File: config.mk
export PLATFORM = sky130hd
export DESIGN_NAME = conv_pe
export DESIGN_NICKNAME = d
export VERILOG_FILES = /design/src/pe_pkg.sv /design/src/conv_pe.sv /design/src/mac_pipeline.sv /design/src/window_sequencer.sv /design/src/filter_loader.sv /design/src/ifmap_loader.sv /design/src/pe_scratchpad.sv
export SDC_FILE = /design/constraint.sdc
export NUM_CORES = 1
export LEC_CHECK = 0
export BUFFER_PORTS_ARGS = -buffer_cell sky130_fd_sc_hd__buf_4
export CAP_MARGIN = 20
export CORE_ASPECT_RATIO = 0.7
export CORE_MARGIN = 2
export CORE_UTILIZATION = 30
export DETAILED_ROUTE_END_ITERATION = 12
export GPL_TIMING_DRIVEN = 0
export PLACE_DENSITY_LB_ADDON = 0.08
export SETUP_SLACK_MARGIN = 0.2
export SYNTH_ARGS = -nofsm -noshare
export SYNTH_HDL_FRONTEND = slang
export SYNTH_HIERARCHICAL = 1
export SYNTH_SLANG_ARGS = --single-unit
File: constraint.sdc
create_clock -name clk -period 21.7 [get_ports clk]
set_input_delay 4.34 -clock clk [delete_from_list [all_inputs] [get_ports clk]]
set_output_delay 4.34 -clock clk [all_outputs]
set_load 0.1 [all_outputs]
File: src/pe_pkg.sv
package pe_pkg;

    // Feature and filter word width
    localparam int DATA_W = 8;

    // Feature row scratchpad
    localparam int IF_DEPTH  = 32;
    localparam int IF_ADDR_W = 5;

    // Filter row scratchpad
    localparam int FILT_DEPTH  = 8;
    localparam int FILT_ADDR_W = 3;

    // Product and accumulator widths
    // 3 guard bits cover the sum of FILT_DEPTH products
    localparam int PROD_W = 2 * DATA_W;
    localparam int ACC_W  = PROD_W + 3;

    // Row length as a count, 0 to IF_DEPTH
    typedef logic [IF_ADDR_W:0] if_len_t;

    // Filter length as a count, 1 to FILT_DEPTH
    typedef logic [FILT_ADDR_W:0] filt_len_t;

    // Feature value as stored in the scratchpad
    typedef logic [DATA_W-1:0] if_data_t;

    // Incoming feature word, last marks the end of the row
    typedef struct packed {
        logic     last;
        if_data_t data;
    } ifmap_word_t;

    // Incoming filter word
    typedef struct packed {
        logic [DATA_W-1:0] data;
    } filt_word_t;

    // Convolution setup
    typedef struct packed {
        filt_len_t            filt_len;
        logic [IF_ADDR_W-1:0] stride;
    } conv_cfg_t;

    // Per-read control towards the MAC pipeline
    typedef struct packed {
        logic valid;
        logic first;
        logic last;
        logic final_win;   // last read of the run, or an empty run
    } mac_ctl_t;

endpackage
File: src/conv_pe.sv
`timescale 1ns/10ps

module conv_pe (
    input  logic                        clk,
    input  logic                        reset,
    input  logic                        ifmap_valid,
    input  pe_pkg::ifmap_word_t         ifmap_in,
    input  logic                        cfg_valid,
    input  pe_pkg::conv_cfg_t           cfg_in,
    input  logic                        filt_valid,
    input  pe_pkg::filt_word_t          filt_in,
    input  logic                        start,
    output logic                        result_valid,
    output logic [pe_pkg::ACC_W-1:0]    result,
    output logic                        done
);

    // Feature side
    logic                            if_wen;
    logic [pe_pkg::IF_ADDR_W-1:0]    if_waddr;
    pe_pkg::if_data_t                if_wdata;
    pe_pkg::if_data_t                if_rdata;
    logic                            ifmap_ready;
    pe_pkg::if_len_t                 ifmap_len;

    // Filter side
    logic                            filt_wen;
    logic [pe_pkg::FILT_ADDR_W-1:0]  filt_waddr;
    pe_pkg::filt_word_t              filt_wdata;
    pe_pkg::filt_word_t              filt_rdata;
    pe_pkg::conv_cfg_t               cfg;
    logic                            filt_ready;

    // Read side
    logic                            ren;
    logic [pe_pkg::IF_ADDR_W-1:0]    if_raddr;
    logic [pe_pkg::FILT_ADDR_W-1:0]  filt_raddr;
    pe_pkg::mac_ctl_t                ctl;
    logic                            busy;

    ifmap_loader i_ifmap_loader (
        .clk(clk), .reset(reset), .ifmap_valid(ifmap_valid), .ifmap_in(ifmap_in),
        .wen(if_wen), .waddr(if_waddr), .wdata(if_wdata),
        .ifmap_ready(ifmap_ready), .ifmap_len(ifmap_len)
    );

    filter_loader i_filter_loader (
        .clk(clk), .reset(reset), .cfg_valid(cfg_valid), .cfg_in(cfg_in),
        .filt_valid(filt_valid), .filt_in(filt_in),
        .wen(filt_wen), .waddr(filt_waddr), .wdata(filt_wdata),
        .cfg(cfg), .filt_ready(filt_ready)
    );

    pe_scratchpad #(.payload_t(pe_pkg::if_data_t), .DEPTH(pe_pkg::IF_DEPTH)) i_if_spad (
        .clk(clk), .reset(reset), .wen(if_wen), .waddr(if_waddr), .wdata(if_wdata),
        .ren(ren), .raddr(if_raddr), .rdata(if_rdata)
    );

    pe_scratchpad #(.payload_t(pe_pkg::filt_word_t), .DEPTH(pe_pkg::FILT_DEPTH)) i_filt_spad (
        .clk(clk), .reset(reset), .wen(filt_wen), .waddr(filt_waddr), .wdata(filt_wdata),
        .ren(ren), .raddr(filt_raddr), .rdata(filt_rdata)
    );

    window_sequencer i_window_sequencer (
        .clk(clk), .reset(reset), .start(start),
        .ifmap_ready(ifmap_ready), .filt_ready(filt_ready),
        .ifmap_len(ifmap_len), .cfg(cfg),
        .ren(ren), .if_raddr(if_raddr), .filt_raddr(filt_raddr),
        .ctl(ctl), .busy(busy)
    );

    mac_pipeline i_mac_pipeline (
        .clk(clk), .reset(reset), .ctl(ctl),
        .if_data(if_rdata), .filt_data(filt_rdata.data),
        .result_valid(result_valid), .result(result), .done(done)
    );

    // Scratchpads and cfg must stay stable while windows are being read
    a_no_load_while_busy: assert property (
        @(posedge clk) disable iff (reset)
        busy |-> !ifmap_valid && !cfg_valid && !filt_valid
    ) else $error("load strobe while the convolution is running");

endmodule

File: src/mac_pipeline.sv
`timescale 1ns/10ps

module mac_pipeline (
    input  logic                        clk,
    input  logic                        reset,
    input  pe_pkg::mac_ctl_t            ctl,
    input  logic [pe_pkg::DATA_W-1:0]   if_data,
    input  logic [pe_pkg::DATA_W-1:0]   filt_data,
    output logic                        result_valid,
    output logic [pe_pkg::ACC_W-1:0]    result,
    output logic                        done
);

    pe_pkg::mac_ctl_t               ctl_s1;
    pe_pkg::mac_ctl_t               ctl_s2;
    logic [pe_pkg::DATA_W-1:0]      if_s1;
    logic [pe_pkg::DATA_W-1:0]      filt_s1;
    logic [pe_pkg::PROD_W-1:0]      prod_s2;
    logic [pe_pkg::ACC_W-1:0]       prod_ext;
    logic [pe_pkg::ACC_W-1:0]       acc;
    logic                           final_s3;

    // Control travels alongside the data
    always_ff @(posedge clk) begin
        if (reset) begin
            ctl_s1       <= '0;
            ctl_s2       <= '0;
            result_valid <= 1'b0;
            final_s3     <= 1'b0;
            done         <= 1'b0;
        end else begin
            ctl_s1       <= ctl;
            ctl_s2       <= ctl_s1;
            result_valid <= ctl_s2.valid && ctl_s2.last;
            final_s3     <= ctl_s2.final_win;
            // One cycle after the last result
            done         <= final_s3;
        end
    end

    // Stage 1 operands
    always_ff @(posedge clk) begin
        if (ctl.valid) begin
            if_s1   <= if_data;
            filt_s1 <= filt_data;
        end
    end

    // Stage 2 product
    always_ff @(posedge clk) begin
        if (ctl_s1.valid) begin
            prod_s2 <= if_s1 * filt_s1;
        end
    end

    assign prod_ext = {{(pe_pkg::ACC_W - pe_pkg::PROD_W){1'b0}}, prod_s2};

    // Stage 3 accumulate, restart on the first tap of each window
    always_ff @(posedge clk) begin
        if (ctl_s2.valid) begin
            if (ctl_s2.first) begin
                acc <= prod_ext;
            end else begin
                acc <= acc + prod_ext;
            end
        end
    end

    assign result = acc;

endmodule

File: src/window_sequencer.sv
`timescale 1ns/10ps

module window_sequencer (
    input  logic                            clk,
    input  logic                            reset,
    input  logic                            start,
    input  logic                            ifmap_ready,
    input  logic                            filt_ready,
    input  pe_pkg::if_len_t                 ifmap_len,
    input  pe_pkg::conv_cfg_t               cfg,
    output logic                            ren,
    output logic [pe_pkg::IF_ADDR_W-1:0]    if_raddr,
    output logic [pe_pkg::FILT_ADDR_W-1:0]  filt_raddr,
    output pe_pkg::mac_ctl_t                ctl,
    output logic                            busy
);

    typedef enum logic {
        S_IDLE,
        S_RUN
    } state_t;

    state_t                          state;
    logic [pe_pkg::IF_ADDR_W-1:0]    base;
    logic [pe_pkg::FILT_ADDR_W-1:0]  tap;
    pe_pkg::if_len_t                 win_left;

    pe_pkg::if_len_t   flen_ext;
    pe_pkg::if_len_t   stride_ext;
    pe_pkg::if_len_t   span;
    pe_pkg::if_len_t   num_win;
    logic              start_ok;
    logic              last_tap;
    logic              last_win;
    pe_pkg::mac_ctl_t  ctl_next;

    // Window count, floor((len - F) / stride) + 1, zero if the filter does not fit
    assign flen_ext   = {{(pe_pkg::IF_ADDR_W - pe_pkg::FILT_ADDR_W){1'b0}}, cfg.filt_len};
    assign stride_ext = {1'b0, cfg.stride};
    assign span       = ifmap_len - flen_ext;
    assign num_win    = (ifmap_len < flen_ext) ? '0 : (span / stride_ext) + 1'b1;

    assign start_ok = start && (state == S_IDLE) && ifmap_ready && filt_ready;
    assign last_tap = ({1'b0, tap} + 1'b1) == cfg.filt_len;
    assign last_win = win_left == pe_pkg::if_len_t'(1);

    always_ff @(posedge clk) begin
        if (reset) begin
            state    <= S_IDLE;
            base     <= '0;
            tap      <= '0;
            win_left <= '0;
        end else begin
            case (state)
                S_IDLE: begin
                    if (start_ok && (num_win != '0)) begin
                        state    <= S_RUN;
                        base     <= '0;
                        tap      <= '0;
                        win_left <= num_win;
                    end
                end
                S_RUN: begin
                    if (last_tap) begin
                        // Next window starts one stride further along
                        tap      <= '0;
                        base     <= base + cfg.stride;
                        win_left <= win_left - 1'b1;
                        if (last_win) begin
                            state <= S_IDLE;
                        end
                    end else begin
                        tap <= tap + 1'b1;
                    end
                end
                default: state <= S_IDLE;
            endcase
        end
    end

    assign busy       = state == S_RUN;
    assign ren        = busy;
    assign if_raddr   = base + {{(pe_pkg::IF_ADDR_W - pe_pkg::FILT_ADDR_W){1'b0}}, tap};
    assign filt_raddr = tap;

    // An empty run still sends a final mark so done is produced
    always_comb begin
        ctl_next.valid     = ren;
        ctl_next.first     = ren && (tap == '0);
        ctl_next.last      = ren && last_tap;
        ctl_next.final_win = (ren && last_tap && last_win) || (start_ok && (num_win == '0));
    end

    // Lines up with the scratchpad read data
    always_ff @(posedge clk) begin
        if (reset) begin
            ctl <= '0;
        end else begin
            ctl <= ctl_next;
        end
    end

    a_read_in_row: assert property (
        @(posedge clk) disable iff (reset)
        ren |-> ({1'b0, if_raddr} < ifmap_len)
    ) else $error("feature read address %0d beyond row length %0d", if_raddr, ifmap_len);

endmodule

File: src/filter_loader.sv
`timescale 1ns/10ps

module filter_loader (
    input  logic                            clk,
    input  logic                            reset,
    input  logic                            cfg_valid,
    input  pe_pkg::conv_cfg_t               cfg_in,
    input  logic                            filt_valid,
    input  pe_pkg::filt_word_t              filt_in,
    output logic                            wen,
    output logic [pe_pkg::FILT_ADDR_W-1:0]  waddr,
    output pe_pkg::filt_word_t              wdata,
    output pe_pkg::conv_cfg_t               cfg,
    output logic                            filt_ready
);

    // Filter words accepted since the last cfg strobe
    pe_pkg::filt_len_t count;

    // Words beyond the filter length are dropped
    assign wen   = filt_valid && !cfg_valid && (count < cfg.filt_len);
    assign waddr = count[pe_pkg::FILT_ADDR_W-1:0];
    assign wdata = filt_in;

    always_ff @(posedge clk) begin
        if (reset) begin
            cfg        <= '0;
            count      <= '0;
            filt_ready <= 1'b0;
        end else if (cfg_valid) begin
            cfg        <= cfg_in;
            count      <= '0;
            filt_ready <= 1'b0;
        end else if (wen) begin
            count <= count + 1'b1;
            if (count + 1'b1 == cfg.filt_len) begin
                filt_ready <= 1'b1;
            end
        end
    end

    a_cfg_legal: assert property (
        @(posedge clk) disable iff (reset)
        cfg_valid |-> (cfg_in.filt_len >= 1)
                   && (int'(cfg_in.filt_len) <= pe_pkg::FILT_DEPTH)
                   && (cfg_in.stride != '0)
    ) else $error("illegal cfg, filt_len %0d stride %0d",
                  cfg_in.filt_len, cfg_in.stride);

endmodule

File: src/ifmap_loader.sv
`timescale 1ns/10ps

module ifmap_loader (
    input  logic                           clk,
    input  logic                           reset,
    input  logic                           ifmap_valid,
    input  pe_pkg::ifmap_word_t            ifmap_in,
    output logic                           wen,
    output logic [pe_pkg::IF_ADDR_W-1:0]   waddr,
    output pe_pkg::if_data_t               wdata,
    output logic                           ifmap_ready,
    output pe_pkg::if_len_t                ifmap_len
);

    // Words written so far in the current row
    pe_pkg::if_len_t count;

    // Every strobed word goes straight into the scratchpad
    assign wen   = ifmap_valid;
    assign waddr = count[pe_pkg::IF_ADDR_W-1:0];
    assign wdata = ifmap_in.data;

    always_ff @(posedge clk) begin
        if (reset) begin
            count       <= '0;
            ifmap_len   <= '0;
            ifmap_ready <= 1'b0;
        end else if (ifmap_valid) begin
            if (ifmap_in.last) begin
                // Row complete, restart for the next row
                count       <= '0;
                ifmap_len   <= count + 1'b1;
                ifmap_ready <= 1'b1;
            end else begin
                count <= count + 1'b1;
                // First word of a new row invalidates the old one
                if (count == '0) begin
                    ifmap_ready <= 1'b0;
                end
            end
        end
    end

    // The word in the last entry has to close the row
    a_row_fits: assert property (
        @(posedge clk) disable iff (reset)
        (ifmap_valid && (count == pe_pkg::if_len_t'(pe_pkg::IF_DEPTH - 1)))
            |-> ifmap_in.last
    ) else $error("feature row longer than %0d words", pe_pkg::IF_DEPTH);

endmodule

File: src/pe_scratchpad.sv
`timescale 1ns/10ps

module pe_scratchpad #(
    parameter type payload_t = pe_pkg::filt_word_t,
    parameter int  DEPTH     = pe_pkg::FILT_DEPTH
) (
    input  logic                     clk,
    input  logic                     reset,
    input  logic                     wen,
    input  logic [$clog2(DEPTH)-1:0] waddr,
    input  payload_t                 wdata,
    input  logic                     ren,
    input  logic [$clog2(DEPTH)-1:0] raddr,
    output payload_t                 rdata
);

    payload_t mem [DEPTH];

    // Write port
    always_ff @(posedge clk) begin
        if (wen) begin
            mem[waddr] <= wdata;
        end
    end

    // Registered read, holds the last word while idle
    always_ff @(posedge clk) begin
        if (ren) begin
            rdata <= mem[raddr];
        end
    end

    // Only matters for a depth that is not a power of two
    a_waddr_range: assert property (
        @(posedge clk) disable iff (reset)
        wen |-> (int'(waddr) < DEPTH)
    ) else $error("scratchpad write address %0d out of range", waddr);

endmodule

# [Yosys cells after proc, flatten, opt, wreduce, memory -nomap -nowiden]
# Memory sizes are Yosys's and may differ from the RTL's. A register that Yosys moved wholly into a read port is not among the register bits.
# Index checks and enable logic that the tools add are counted.
[op_classes] div=1 n_lt_le_gt_ge=2 eq_ne=5 mul=1 reduce_logical=23 bitwise=1 muxes=22 add_sub_neg=10
[op_table] operator="6-bit two-way mux" n=4
[op_table] operator="19-bit by 16-bit adder with 19-bit output" n=1
[op_table] operator="8-bit by 8-bit multiplier with 16-bit output" n=1
[op_table] operator="16-bit two-way mux" n=1
[op_table] operator="6-bit by 1-bit adder with 6-bit output, second input constant" n=2
[op_table] operator="6-bit zero test" n=2
[op_table] operator="6-bit one-hot mux with 2 select lines" n=1
[op_table] operator="1-bit logical AND" n=11
[op_table] operator="5-bit two-way mux" n=2
[op_table] operator="5-bit one-hot mux with 2 select lines" n=1
[op_table] operator="1-bit two-way mux" n=9
[op_table] operator="4-bit == test" n=2
[op_table] operator="2-bit AND reduction" n=4
[op_table] operator="6-bit by 5-bit divider with 6-bit output" n=1
[op_table] operator="6-bit by 1-bit == test with 1-bit output, second input constant" n=1
[op_table] operator="6-bit by 4-bit less-than comparator with 1-bit output" n=1
[op_table] operator="3-bit two-way mux" n=2
[op_table] operator="3-bit one-hot mux with 2 select lines" n=1
[op_table] operator="6-bit nonzero test" n=1
[op_table] operator="6-bit by 1-bit subtractor with 6-bit output, second input constant" n=1
[op_table] operator="6-bit by 4-bit subtractor with 6-bit output" n=1
[op_table] operator="5-bit by 3-bit adder with 5-bit output" n=1
[op_table] operator="5-bit adder" n=1
[op_table] operator="3-bit by 1-bit adder with 4-bit output, second input constant" n=1
[op_table] operator="11 further kinds" n=12
[word_totals] mem_bits_rw=320 mem_count=2 out_inout_bits=21 ff_bits=108
[mem_list] name="i_if_spad.mem" words=32 width=8 read_ports=1 rd_ports_with_merged_regs=1 wr=1 line="pe_scratchpad.sv:17" rtl="payload_t mem [DEPTH];"
[mem_list] name="i_filt_spad.mem" words=8 width=8 read_ports=1 rd_ports_with_merged_regs=1 wr=1 line="pe_scratchpad.sv:17"

# [Logic depth before layout (Yosys ltp)]
# Gate-level depths: netlist of run 1.
[depth] depth_word=8 mapped_depth=49 mapped_depth_nobuf=48

# [Hierarchy]
# Netlist of run 1, hierarchy kept.
[modules_own_cells] mod="pe_scratchpad (i_if_spad)" cells_per_inst=417 instances=1 area_per_inst_um2=10133.5 seq_area_each_um2=7927.6
[modules_own_cells] mod="mac_pipeline" cells_per_inst=469 instances=1 area_per_inst_um2=4981.0 seq_area_each_um2=1751.7
[modules_own_cells] mod="pe_scratchpad (i_filt_spad)" cells_per_inst=114 instances=1 area_per_inst_um2=2771.4 seq_area_each_um2=2162.1
[modules_own_cells] mod="window_sequencer" cells_per_inst=295 instances=1 area_per_inst_um2=2379.8 seq_area_each_um2=380.4
[modules_own_cells] mod="filter_loader" cells_per_inst=84 instances=1 area_per_inst_um2=773.2 seq_area_each_um2=280.3
[modules_own_cells] mod="ifmap_loader" cells_per_inst=81 instances=1 area_per_inst_um2=728.2 seq_area_each_um2=260.2

# [Worst setup path after synthesis of run 1]
# OpenSTA, ideal clock, no wires.
[synth_timing] kind="flip-flop to flip-flop" startpoint="reg i_filter_loader/cfg[6] (netlist name)" endpoint="reg i_window_sequencer.win_left[4]" setup_time_ns=0.122 stages_incl_launch_ff=48 setup_slack_ns=12.090 arrival_time_ns=9.488 path_cell_list="dfxtp_1 inv_1 ha_1 nor2b_1 o21a_1 a31oi_1 nand2_1 ha_1 nor2_1 nor3_1 nor2_1 a21oi_1 ha_1 o21a_1 o21ba_1 or3_1 o31ai_1 nor2_1 [... 12 more ...] nor3_1 a211oi_2 a21oi_2 inv_2 nor2_1 a21oi_1 ha_1 a21o_1 a31oi_1 o21ai_1 a21oi_1 a21bo_2 ha_1 o32a_1 a2111o_1 o21ai_4 a21oi_2 a221o_1"
[synth_via] elab_chain_cells=8 word_cells_on_any_way=13
[synth_rtl] element="6-bit by 4-bit subtractor with 6-bit output" line="window_sequencer.sv:40" rtl="assign span = ifmap_len - flen_ext;"
[synth_rtl] element="6-bit by 5-bit divider with 6-bit output" line="window_sequencer.sv:41" rtl="assign num_win = (ifmap_len < flen_ext) ? '0 : (span / stride_ext) + 1'b1;"
[synth_rtl] element="6-bit by 1-bit adder with 6-bit output" line="window_sequencer.sv:41"
[synth_rtl] element="6-bit two-way mux" line="window_sequencer.sv:41"
[synth_rtl] element="6-bit nonzero test" line="window_sequencer.sv:56" rtl="if (start_ok && (num_win != '0)) begin"
[synth_rtl] element="1-bit logical AND" line="window_sequencer.sv:56"
[synth_rtl] element="2-bit != test (no source line)"
[synth_rtl] element="2-bit AND reduction (no source line)"
[synth_rtl] element="to (signal assigned)" line="window_sequencer.sv:60" rtl="win_left <= num_win;"
[synth_rtl] element="to (signal assigned)" line="window_sequencer.sv:68" rtl="win_left <= win_left - 1'b1;"
[synth_rtl] element="to (decl)" line="window_sequencer.sv:26" rtl="pe_pkg::if_len_t win_left;"
# Several ways; a longest one is shown, not always the timed one. The select of a mux whose other input is x is not followed.
# A chain may end at the register's enable or synchronous reset.

# [Final worst setup path of run 1]
[layout_timing] startpoint="reg i_filter_loader/cfg[6] (netlist name)" endpoint="reg i_window_sequencer.win_left[4]"
[layout_via] elab_chain_cells=8 word_cells_on_any_way=13
[layout_rtl] element="6-bit by 4-bit subtractor with 6-bit output" line="window_sequencer.sv:40"
[layout_rtl] element="6-bit by 5-bit divider with 6-bit output" line="window_sequencer.sv:41"
[layout_rtl] element="6-bit by 1-bit adder with 6-bit output" line="window_sequencer.sv:41"
[layout_rtl] element="6-bit two-way mux" line="window_sequencer.sv:41"
[layout_rtl] element="6-bit nonzero test" line="window_sequencer.sv:56"
[layout_rtl] element="1-bit logical AND" line="window_sequencer.sv:56"
[layout_rtl] element="2-bit != test (no source line)"
[layout_rtl] element="2-bit AND reduction (no source line)"
# Several ways; a longest one is shown, not always the timed one. The select of a mux whose other input is x is not followed.

==> impl_metrics.json, run 1 <==
{
  "netSwitchingPower_uw": 664,
  "synth-seq-cells": 444,
  "setup_viol": 0,
  "cts-buffers-inserted": 48,
  "detailroute.wirelength.met3_mm": 1.99,
  "post_cts.resized_instances": 0,
  "route.detailed.drc": 0,
  "antenna_found_initial": 5,
  "grt_pass1_wl_mm": 80.2,
  "cellPowerDensity_nw_per_um2": 92.1,
  "synth.cells.most_frequent": "387 x edfxtp_1, 100 x inv_1, 97 x ha_1",
  "worst_slew_pin_slew_ps": 1100,
  "globalRoute.totalOverflow": 0,
  "clk_root_buffer_cell": "clkbuf_16",
  "worst_path_largest_cell_delay_ps": 640,
  "clk-insertion-delay-late_ps": 600,
  "highest_layer": "met4",
  "cap_viol_max_count": 0,
  "syn-instance-count": 1460,
  "ctsHtreeMaxLevel": 2,
  "post_route_skew_ps": 33.4,
  "seq_power_share_pct": 40.9,
  "tritoncts": "built",
  "cp.arrival_ps": 12260,
  "critical_path.max_fanout": 10,
  "vias": 11958,
  "timing.setup.critical_path_class": "register to register",
  "asyncSetResetFlopFracSynth_pct": 0,
  "die_width_um": 326,
  "synth_top_area_cell": "edfxtp_1",
  "synth.cell_area_sq_um": 21800,
  "finalCritPeriodShare_pct": 54.1,
  "critPathCaptureType": "register",
  "start_util_pct": 30.4,
  "antenna_left": 0,
  "drt_first_pass_iters": 5,
  "max-vdd-ir-drop_v": 0.0000930,
  "max_clock_freq_ghz": 0.0851,
  "cp.required_ps": 22220,
  "number_of_max_slew_violations_in_the_final_report": 0,
  "gr-usage-all-layers_pct": 14.4,
  "route.layer.met1.wl_mm": 29.1,
  "syn2layout_area_growth_pct": 14.0,
  "placement.io_buffers": 35,
  "number_of_global_route_vias_before_repair": 12050,
  "slowest_stage": "dfxtp_1",
  "drt-initial-drc-count": 904,
  "gpl.final_weighted_congestion": 0.765,
  "synth_enable_flop_cells": 387,
  "synth-warning-count": 6,
  "clk_pin_slew_worst_paths_ps": 60,
  "buffer_levels_on_the_longest_clock_path": 3,
  "post-dp-hpwl_mm": 36.6,
  "post-cts-setup-buffer-count": 0,
  "leakage_nw": 8.61,
  "synth-seq-area-share_pct": 58.6,
  "p_int_mw": 1.62,
  "synth_most_common_cell": "edfxtp_1",
  "combPwrFrac_pct": 23.6,
  "tns_ps": 0,
  "hold_violations": 0,
  "clock_network_power_share_pct": 35.5,
  "status": "finished clean",
  "most_used_cell_along_the_critical_path": "ha_1",
  "maximum_number_of_pins_on_one_net_before_global_route_repair": 33,
  "synthesis.area_per_instance_sq_um": 14.9,
  "design.core.area_sq_um": 71700,
  "layout_min_cycle_time_ps": 11750,
  "grt_setup_unrepaired": "no",
  "fp-row-count": 82,
  "final_layout_size_suffix_gt1_share_pct": 18.0,
  "power.switching_fraction_pct": 29.1,
  "clock_sinks": 444,
  "postSynth.topFlopCell": "edfxtp_1",
  "postSynthNetCount": 1629,
  "hold_bufs_inserted_after_cts": 0,
  "timing.slew.headroom_pct": 26.2,
  "die_h_um": 229,
  "routed_wire_length_per_instance_um": 20.9,
  "dpl-instance-area_sq_um": 23300,
  "synth_top_cells_by_area": "edfxtp_1 53%, mux4_2 8.4%, ha_1 5.6%, dfxtp_1 5.2%, fa_1 3.7%",
  "finish.net_count": 1716,
  "detailroute.wirelength.met2_mm": 21.2,
  "wirelength_mm": 53.1,
  "floorplan.die_area_sq_um": 74800,
  "ioPinCount": 53,
  "finalInstanceArea_sq_um": 24800,
  "viasPerCell": 4.69,
  "synthDistinctLibCells": 93,
  "hold_class": "register to register",
  "startpoint_type": "register",
  "netlist.area_leader.share_pct": 53.4
}
sequential cells by signal, summed over array words and instances (netlist names), 3 cells and up:
register,flops
i_if_spad/mem,256
i_filt_spad/mem,64
i_mac_pipeline/result,19
i_mac_pipeline/prod_s2,16
i_filter_loader/cfg,9
i_filt_spad/rdata,8
i_if_spad/rdata,8
i_mac_pipeline/filt_s1,8
i_mac_pipeline/if_s1,8
i_ifmap_loader/count,6
i_ifmap_loader/ifmap_len,6
i_window_sequencer/win_left,6
i_window_sequencer/base,5
i_filter_loader/count,4
i_mac_pipeline/ctl_s1,4
i_mac_pipeline/ctl_s2,4
i_window_sequencer/ctl,4
i_window_sequencer/filt_raddr,3
layout by cell type (no fill, tap or decap), types with 32 or more instances in the layout:
| cell | synthesis | routed |
|---|---|---|
| nor2_1 | 91 | 91 |
| clkbuf_16 | 0 | 49 |
| ha_1 | 97 | 97 |
| inv_1 | 100 | 100 |
| a21oi_1 | 41 | 41 |
| xnor2_1 | 32 | 32 |
| dfxtp_1 | 57 | 57 |
| mux4_2 | 81 | 81 |
| fa_1 | 40 | 40 |
| buf_4 | 32 | 67 |
| edfxtp_1 | 387 | 387 |
| and2_1 | 45 | 45 |
| nand2_1 | 76 | 76 |
stage by stage:
step,hold WS (ps),utilization [%],power (mW),setup slack [ps],std cells
after CTS,418,34.6,2.32,9950,2545
after global placement,401,32.4,1.48,10020,2461
after detailed placement,406,32.4,1.49,9980,2462
after global routing,424,34.6,2.41,9130,2547
final,414,34.6,2.29,9950,2547
after floorplan,395,-,1.37,12090,1460
final cells by class:
| class | count | area [sq um] |
|---|---|---|
| Antenna cell | 1 | 2.50 |
| Clock inverter | 21 | 249 |
| Sequential cell | 444 | 12800 |
| Timing Repair Buffer | 37 | 284 |
| Clock buffer | 62 | 1290 |
| Multi-Input combinational cell | 849 | 8210 |
| Tap cell | 966 | 1210 |
| Buffer | 66 | 423 |
| Inverter | 101 | 379 |
| Fill cell | 6910 | 46900 |
critical path: cells and delay by family (launching register included):
family          cells  cell delay (ps)
compound gates     21             5540
fa+ha+maj           8             2140
simple gates       10             1820
mux                 2              800
buf+inv             5              720
flops               1              640
metal layers:
layer | GRT usage (%) | up-vias
li1 | - | 5668
met1 | 23.4 | 6066
met2 | 19.4 | 170
met3 | 2.54 | 54
met4 | 3.23 | 0
met5 | 0 | -
power by group through the flow:
| stage | Combinational (mW) | Clock [mW] | Sequential, mW |
|---|---|---|---|
| global placement | 0.532 | 0 | 0.952 |
| CTS | 0.539 | 0.845 | 0.934 |
| floorplan | 0.417 | 0 | 0.950 |
| detailed placement | 0.536 | 0 | 0.952 |
| global route | 0.600 | 0.878 | 0.934 |
| finish | 0.539 | 0.812 | 0.934 |
final timing paths:
| check | slack (ps) | to | cells past startpoint | startpoint |
|---|---|---|---|---|
| min | 410 | i_mac_pipeline/result_valid | 2 | i_mac_pipeline/ctl_s2[1] |
| max reg2reg | 9950 | i_window_sequencer/win_left[4] | 46 | i_filter_loader/cfg[6] |
| max | 9950 | i_window_sequencer/win_left[4] | 46 | i_filter_loader/cfg[6] |
| min reg2reg | 410 | i_mac_pipeline/result_valid | 2 | i_mac_pipeline/ctl_s2[1] |
cell families (layout without fill, tap and decap cells):
family / Yosys count / after routing / synth area share (%)
XOR/XNOR: 53 / 53 / 2.13
flip-flops: 444 / 444 / 58.6
buffers and inverters: 167 / 287 / 3.68
AO/OA/AOI/OAI: 190 / 190 / 6.24
other: 0 / 1 / 0
multiplexers: 134 / 134 / 12.1
adder cells (fa/ha/maj): 137 / 137 / 9.25
AND/OR/NAND/NOR: 335 / 335 / 7.98
No activity file was read; power rests on OpenSTA's default activity.
==> run 2, diff against run 1 <==
--- a/config.mk
+++ b/config.mk
@@ -5,6 +5,7 @@
 export SDC_FILE = /design/constraint.sdc
 export NUM_CORES = 1
 export LEC_CHECK = 0
+export ABC_AREA = 1
 export BUFFER_PORTS_ARGS = -buffer_cell sky130_fd_sc_hd__buf_4
 export CAP_MARGIN = 20
 export CORE_ASPECT_RATIO = 0.7
==> constraint.sdc (replaced) <==
create_clock -name clk -period 10.9 [get_ports clk]
set_input_delay 2.18 -clock clk [delete_from_list [all_inputs] [get_ports clk]]
set_output_delay 2.18 -clock clk [all_outputs]
set_load 0.1 [all_outputs]
==> run 2 against run 1 <==
Via count up 39%; clock power up 120%; critical path depth up 19; largest power group unchanged; design area up 7.8%; clock skew down 9.2 ps; setup slack worse by 8000 ps; wire length up 19%; register-to-register slack worse by 8000 ps; synthesized area up 7.5%; fmax up 31%; flip-flop and latch count unchanged; largest cell class unchanged.
==> impl_metrics.json, run 2 <==
{
  "route.detailed.drc": 0,
  "yosys.area_share.xor_xnor_pct": 1.31,
  "post-cts-setup-buffer-count": 0,
  "buffer_levels_on_the_longest_clock_path": 3,
  "cellPowerDensity_nw_per_um2": 168,
  "synth-seq-cells": 444,
  "ioPinCount": 53,
  "clk-insertion-delay-late_ps": 590,
  "synth.cell_area_sq_um": 23400,
  "design.core.area_sq_um": 77000,
  "timing.slew.headroom_pct": 34.2,
  "gr-usage-all-layers_pct": 16.1,
  "synth_most_common_cell": "nand2_1",
  "startpoint_type": "register",
  "critical_path.max_fanout": 10,
  "die_h_um": 238,
  "simple_gate_area_share_of_the_yosys_netlist_pct": 23.9,
  "most_used_cell_along_the_critical_path": "nand2_1",
  "placed_cells": 3567,
  "fp-row-count": 85,
  "max_clock_freq_ghz": 0.112,
  "grt_pass1_wl_mm": 98.0,
  "power.total_mw": 4.49,
  "clock_sinks": 444,
  "cts-buffers-inserted": 49,
  "setup_viol": 0,
  "number_of_global_route_vias_before_repair": 16212,
  "ctsHtreeMaxLevel": 2,
  "slowest_stage": "dfxtp_1",
  "synth_top_family_by_area": "simple AND/OR/NAND/NOR gates",
  "drt-initial-drc-count": 1057,
  "setup_slack_ps": 1930,
  "post_synth_fa_ha_maj_area_fraction_pct": 8.61,
  "timing.setup.critical_path_class": "register to register",
  "hold_violations": 0,
  "status": "finished clean",
  "routed_wire_length_per_instance_um": 17.3,
  "synth_enable_flop_cells": 387,
  "clk_pin_slew_worst_paths_ps": 60,
  "maximum_number_of_pins_on_one_net_before_global_route_repair": 33,
  "gpl.final_weighted_congestion": 0.829,
  "synth.cells.most_frequent": "789 x nand2_1, 387 x edfxtp_1, 308 x inv_1",
  "cp.required_ps": 11390,
  "finish.net_count": 2744,
  "layout.filler_cells": 7854,
  "max-vdd-ir-drop_v": 0.000246,
  "largest_register": "i_if_spad/mem",
  "grt_setup_unrepaired": "no",
  "regArea_sq_um": 12800,
  "critPathCaptureType": "register",
  "cap_viol_max_count": 0,
  "synth-warning-count": 6,
  "finalCritPeriodShare_pct": 82.3,
  "hold_class": "register to register",
  "syn-instance-count": 2487,
  "antenna_left": 0,
  "tritoncts": "built",
  "cp.arrival_ps": 9450,
  "syn2layout_area_growth_pct": 14.3,
  "synth-seq-area-share_pct": 54.6,
  "clk_root_buffer_cell": "clkbuf_16",
  "synth_top_area_cell": "edfxtp_1",
  "asyncSetResetFlopFracSynth_pct": 0,
  "synth_top_cells_by_area": "edfxtp_1 50%, nand2_1 13%, nand3_1 6.3%, ha_1 5.2%, inv_1 4.9%",
  "antenna_found_initial": 3,
  "tns_ps": 0,
  "final_layout_size_suffix_gt1_share_pct": 10.3,
  "hold_bufs_inserted_after_cts": 0,
  "drt_first_pass_iters": 7,
  "number_of_max_slew_violations_in_the_final_report": 0,
  "synthDistinctLibCells": 46,
  "synth_compound_area_share_pct": 2.90,
  "layout.cells.most_common": "nand2_1",
  "wirelength_mm": 63.5,
  "placement.io_buffers": 36,
  "post_route_skew_ps": 24.2,
  "post-route-util_pct": 34.7,
  "vias": 16625,
  "postSynth.topFlopCell": "edfxtp_1",
  "worst_slew_pin_slew_ps": 984,
  "multiInputGateArea_sq_um": 8580,
  "worst_path_largest_cell_delay_ps": 490,
  "place_worst_setup_slack_ps": 1920,
  "post-dp-hpwl_mm": 45.6,
  "postSynthNetCount": 2656,
  "post_cts.resized_instances": 0,
  "viasPerCell": 4.54,
  "leakage_nw": 11.3,
  "number_of_flip_flops_under_the_largest_register_name": 256,
  "start_util_pct": 30.4,
  "layout_min_cycle_time_ps": 8970,
  "synthesis.area_per_instance_sq_um": 9.41,
  "highest_count_cells_in_the_layout_ignoring_fill_and_taps": "789 x nand2_1, 387 x edfxtp_1, 308 x inv_1",
  "muxShareOfSynthArea_pct": 0,
  "netlist.area_leader.share_pct": 49.7,
  "floorplan.die_area_sq_um": 80300,
  "final_cell_count_no_fill": 3659,
  "die_width_um": 338,
  "globalRoute.totalOverflow": 0
}
[run 2: cell types whose count changed after synthesis, moves of 21 or more]
cell	change
and2_1	-44
mux4_2	-81
mux2_2	-21
nand3_1	+277
inv_1	+208
nor2b_1	-23
nor2_1	+57
nand2_1	+713
buf_6	+27
[run 2: routing by layer]
layer  part of all wire, %  global-route usage [%]  wire length [um]  vias up
li1                      -                       -                 -     8278
met1                    53                    25.0             33800     7933
met2                    39                    22.6             25100      336
met3                   5.9                    3.64              3760       72
met4                   1.3                    3.23               847        6
met5                 0.058                       0                37        -
[run 2: cells by family after synthesis]
family	after synthesis
simple gates	1310
flops	444
buf+inv	437
fa+ha+maj	137
xor+xnor	35
compound gates	124
[run 2: report_power, final]
group | switching [mW] | leakage (nW) | internal [mW]
registers | 0.00984 | 3.95 | 1.85
logic | 0.516 | 6.52 | 0.299
clock network | 0.712 | 0.826 | 1.10
total | 1.24 | 11.3 | 3.25
[run 2: final cells by class]
type,count,share of cell area (%)
sequential,444,47.7
multi-input combinational,1606,32.1
clock buffer,57,4.89
tap,1044,4.88
inverter,321,4.53
buffer,116,3.12
clock inverter,33,1.68
timing repair buffer,37,1.07
antenna,1,0.00936
[run 2: critical path, delay by kind of cell, from the launching register on]
kind            cells  cell delay, ps
simple gates       40            3390
fa+ha+maj           8            2390
compound gates      9            1560
buf+inv             8             950
flops               1             490
[run 2: final timing paths]
| check | start | endpoint | slack (ps) | depth (start not counted) |
|---|---|---|---|---|
| setup / recovery | i_filter_loader/cfg[7] | i_window_sequencer/win_left[2] | 1930 | 65 |
| hold / removal | i_window_sequencer/ctl[0] | i_mac_pipeline/ctl_s1[0] | 400 | 2 |
| setup reg to reg | i_filter_loader/cfg[7] | i_window_sequencer/win_left[2] | 1930 | 65 |
| hold reg to reg | i_window_sequencer/ctl[0] | i_mac_pipeline/ctl_s1[0] | 400 | 2 |
[run 2: per-stage QoR]
step	hold slack [ps]	instance area, sq um
final	403	26700
after global routing	426	26700
after CTS	409	26700
after detailed placement	405	25000
after global placement	398	25000
after floorplan	388	23400
==> run 3, diff against run 2 <==
==> constraint.sdc (replaced) <==
create_clock -name clk -period 9.19 [get_ports clk]
set_input_delay 1.838 -clock clk [delete_from_list [all_inputs] [get_ports clk]]
set_output_delay 1.838 -clock clk [all_outputs]
set_load 0.1 [all_outputs]
==> run 3 against run 2 <==
Core utilization rose by 0.14 points; cell count grew 0.19%; largest cell class unchanged; fmax increased by 9.8%; via count is 0.37% lower.
==> impl_metrics.json, run 3 (same netlist as run 2, synthesis figures left out) <==
{
  "finalCritPeriodShare_pct": 88.9,
  "ioPinCount": 53,
  "max_clock_freq_ghz": 0.122,
  "tns_ps": 0,
  "hold_violations": 0,
  "netSwitchingPower_mw": 1.49,
  "globalRoute.totalOverflow": 0,
  "dpl-instance-area_sq_um": 25000,
  "viasPerCell": 4.52,
  "place_worst_setup_slack_ps": 206,
  "cellPowerDensity_nw_per_um2": 202,
  "combPwrFrac_pct": 19.6,
  "cp.required_ps": 9670,
  "post_route_skew_ps": 24.3,
  "cp.arrival_ps": 8650,
  "gpl.final_weighted_congestion": 0.829,
  "placement.io_buffers": 36,
  "floorplan.die_area_sq_um": 80300,
  "layout_min_cycle_time_ps": 8170,
  "buffer_levels_on_the_longest_clock_path": 3,
  "cts-buffers-inserted": 49,
  "clock_sinks": 444,
  "design.core.area_sq_um": 77000,
  "largest_register": "i_if_spad/mem",
  "maximum_number_of_pins_on_one_net_before_global_route_repair": 33,
  "seq_power_share_pct": 40.8,
  "finalInstanceArea_sq_um": 26900,
  "placed_cells": 3567,
  "setup_viol": 0,
  "p_int_mw": 3.92,
  "cp.buffers_inverters": 11,
  "timing.slew.headroom_pct": 34.8,
  "worst_path_largest_cell_delay_ps": 400,
  "wirelength_mm": 63.7,
  "leakage_nw": 11.3,
  "final_layout_size_suffix_gt1_share_pct": 11.0,
  "grt_setup_unrepaired": "no",
  "start_util_pct": 30.4,
  "startpoint_type": "register",
  "antenna_left": 0,
  "number_of_max_slew_violations_in_the_final_report": 0,
  "clk_pin_slew_worst_paths_ps": 60,
  "route.detailed.drc": 0,
  "tritoncts": "built",
  "die_h_um": 238,
  "grt_pass1_wl_mm": 98.0,
  "post-dp-hpwl_mm": 45.6,
  "critical_path.max_fanout": 10,
  "ctsHtreeMaxLevel": 2,
  "die_width_um": 338,
  "final_cell_count_no_fill": 3666,
  "clock_network_power_share_pct": 39.6,
  "fp-row-count": 85,
  "critPathCaptureType": "register",
  "setup_slack_ps": 1020,
  "power.switching_fraction_pct": 27.6,
  "worst_slew_pin_slew_ps": 975,
  "antenna_found_initial": 3,
  "clk_root_buffer_cell": "clkbuf_16",
  "most_used_cell_along_the_critical_path": "nand2_1",
  "vias": 16564,
  "drt-initial-drc-count": 1131,
  "finish.net_count": 2751,
  "slowest_stage": "dfxtp_4",
  "syn2layout_area_growth_pct": 14.8,
  "highest_count_cells_in_the_layout_ignoring_fill_and_taps": "787 x nand2_1, 387 x edfxtp_1, 305 x inv_1",
  "status": "finished clean",
  "clk-insertion-delay-late_ps": 590,
  "timing.setup.critical_path_class": "register to register",
  "layout.cells.most_common": "nand2_1",
  "drt_first_pass_iters": 7,
  "worst_hold_margin_ps": 403,
  "number_of_global_route_vias_before_repair": 16212,
  "layout.filler_cells": 7847,
  "gr-usage-all-layers_pct": 16.1,
  "post-route-util_pct": 34.9,
  "cap_viol_max_count": 0,
  "number_of_flip_flops_under_the_largest_register_name": 256,
  "power.total_mw": 5.41,
  "crit_family": "simple AND/OR/NAND/NOR gates",
  "routed_wire_length_per_instance_um": 17.4,
  "hold_class": "register to register",
  "max-vdd-ir-drop_v": 0.000319
}
-- run 3: worst register-to-register path: cells and delay by family, from the launching register on --
kind	cells	cell delay (ps)
adders and majority gates	8	2270
AOI/OAI and AO/OA	7	870
buffers and inverters	11	930
and+or+nand+nor	42	3580
DFF	1	400
-- run 3: per-layer routing --
layer / global-route usage, % / wire length [um] / up-vias
met1: 25.0 / 33800 / 7879
li1: - / - / 8288
met5: 0 / 37 / -
met4: 3.23 / 847 / 6
met2: 22.6 / 25200 / 319
met3: 3.64 / 3830 / 72
-- run 3: final timing paths --
kind                              from                              to  slack (ps)  cells past startpoint
max             i_filter_loader/cfg[7]  i_window_sequencer/win_left[2]        1020                     68
min          i_window_sequencer/ctl[0]        i_mac_pipeline/ctl_s1[0]         400                      2
max reg2reg     i_filter_loader/cfg[7]  i_window_sequencer/win_left[2]        1020                     68
min reg2reg  i_window_sequencer/ctl[0]        i_mac_pipeline/ctl_s1[0]         400                      2
-- run 3: cell type report --
| cell class | count | area, sq um | area share [%] |
|---|---|---|---|
| sequential | 444 | 12800 | 47.6 |
| buffer | 116 | 835 | 3.11 |
| tap | 1044 | 1310 | 4.86 |
| multi-input combinational | 1606 | 8620 | 32.1 |
| antenna | 1 | 2.50 | 0.00932 |
| timing repair buffer | 44 | 338 | 1.26 |
| clock buffer | 57 | 1310 | 4.87 |
| clock inverter | 33 | 448 | 1.67 |
| inverter | 321 | 1220 | 4.54 |
-- run 3: power by group through the flow --
stage	logic [mW]	registers, mW	clock network [mW]
finish	1.06	2.21	2.14
global route	1.20	2.21	2.30
CTS	0.976	2.21	2.22
detailed placement	0.968	2.25	0
global placement	0.956	2.25	0
floorplan	0.776	2.25	0
-- run 3: timing repair --
action,CTS,global route
setup endpoints to repair,5,16
gates cloned,0,0
hold buffers,0,0
gates resized for setup,1,21
pin swaps,0,5
buffers inserted,0,7
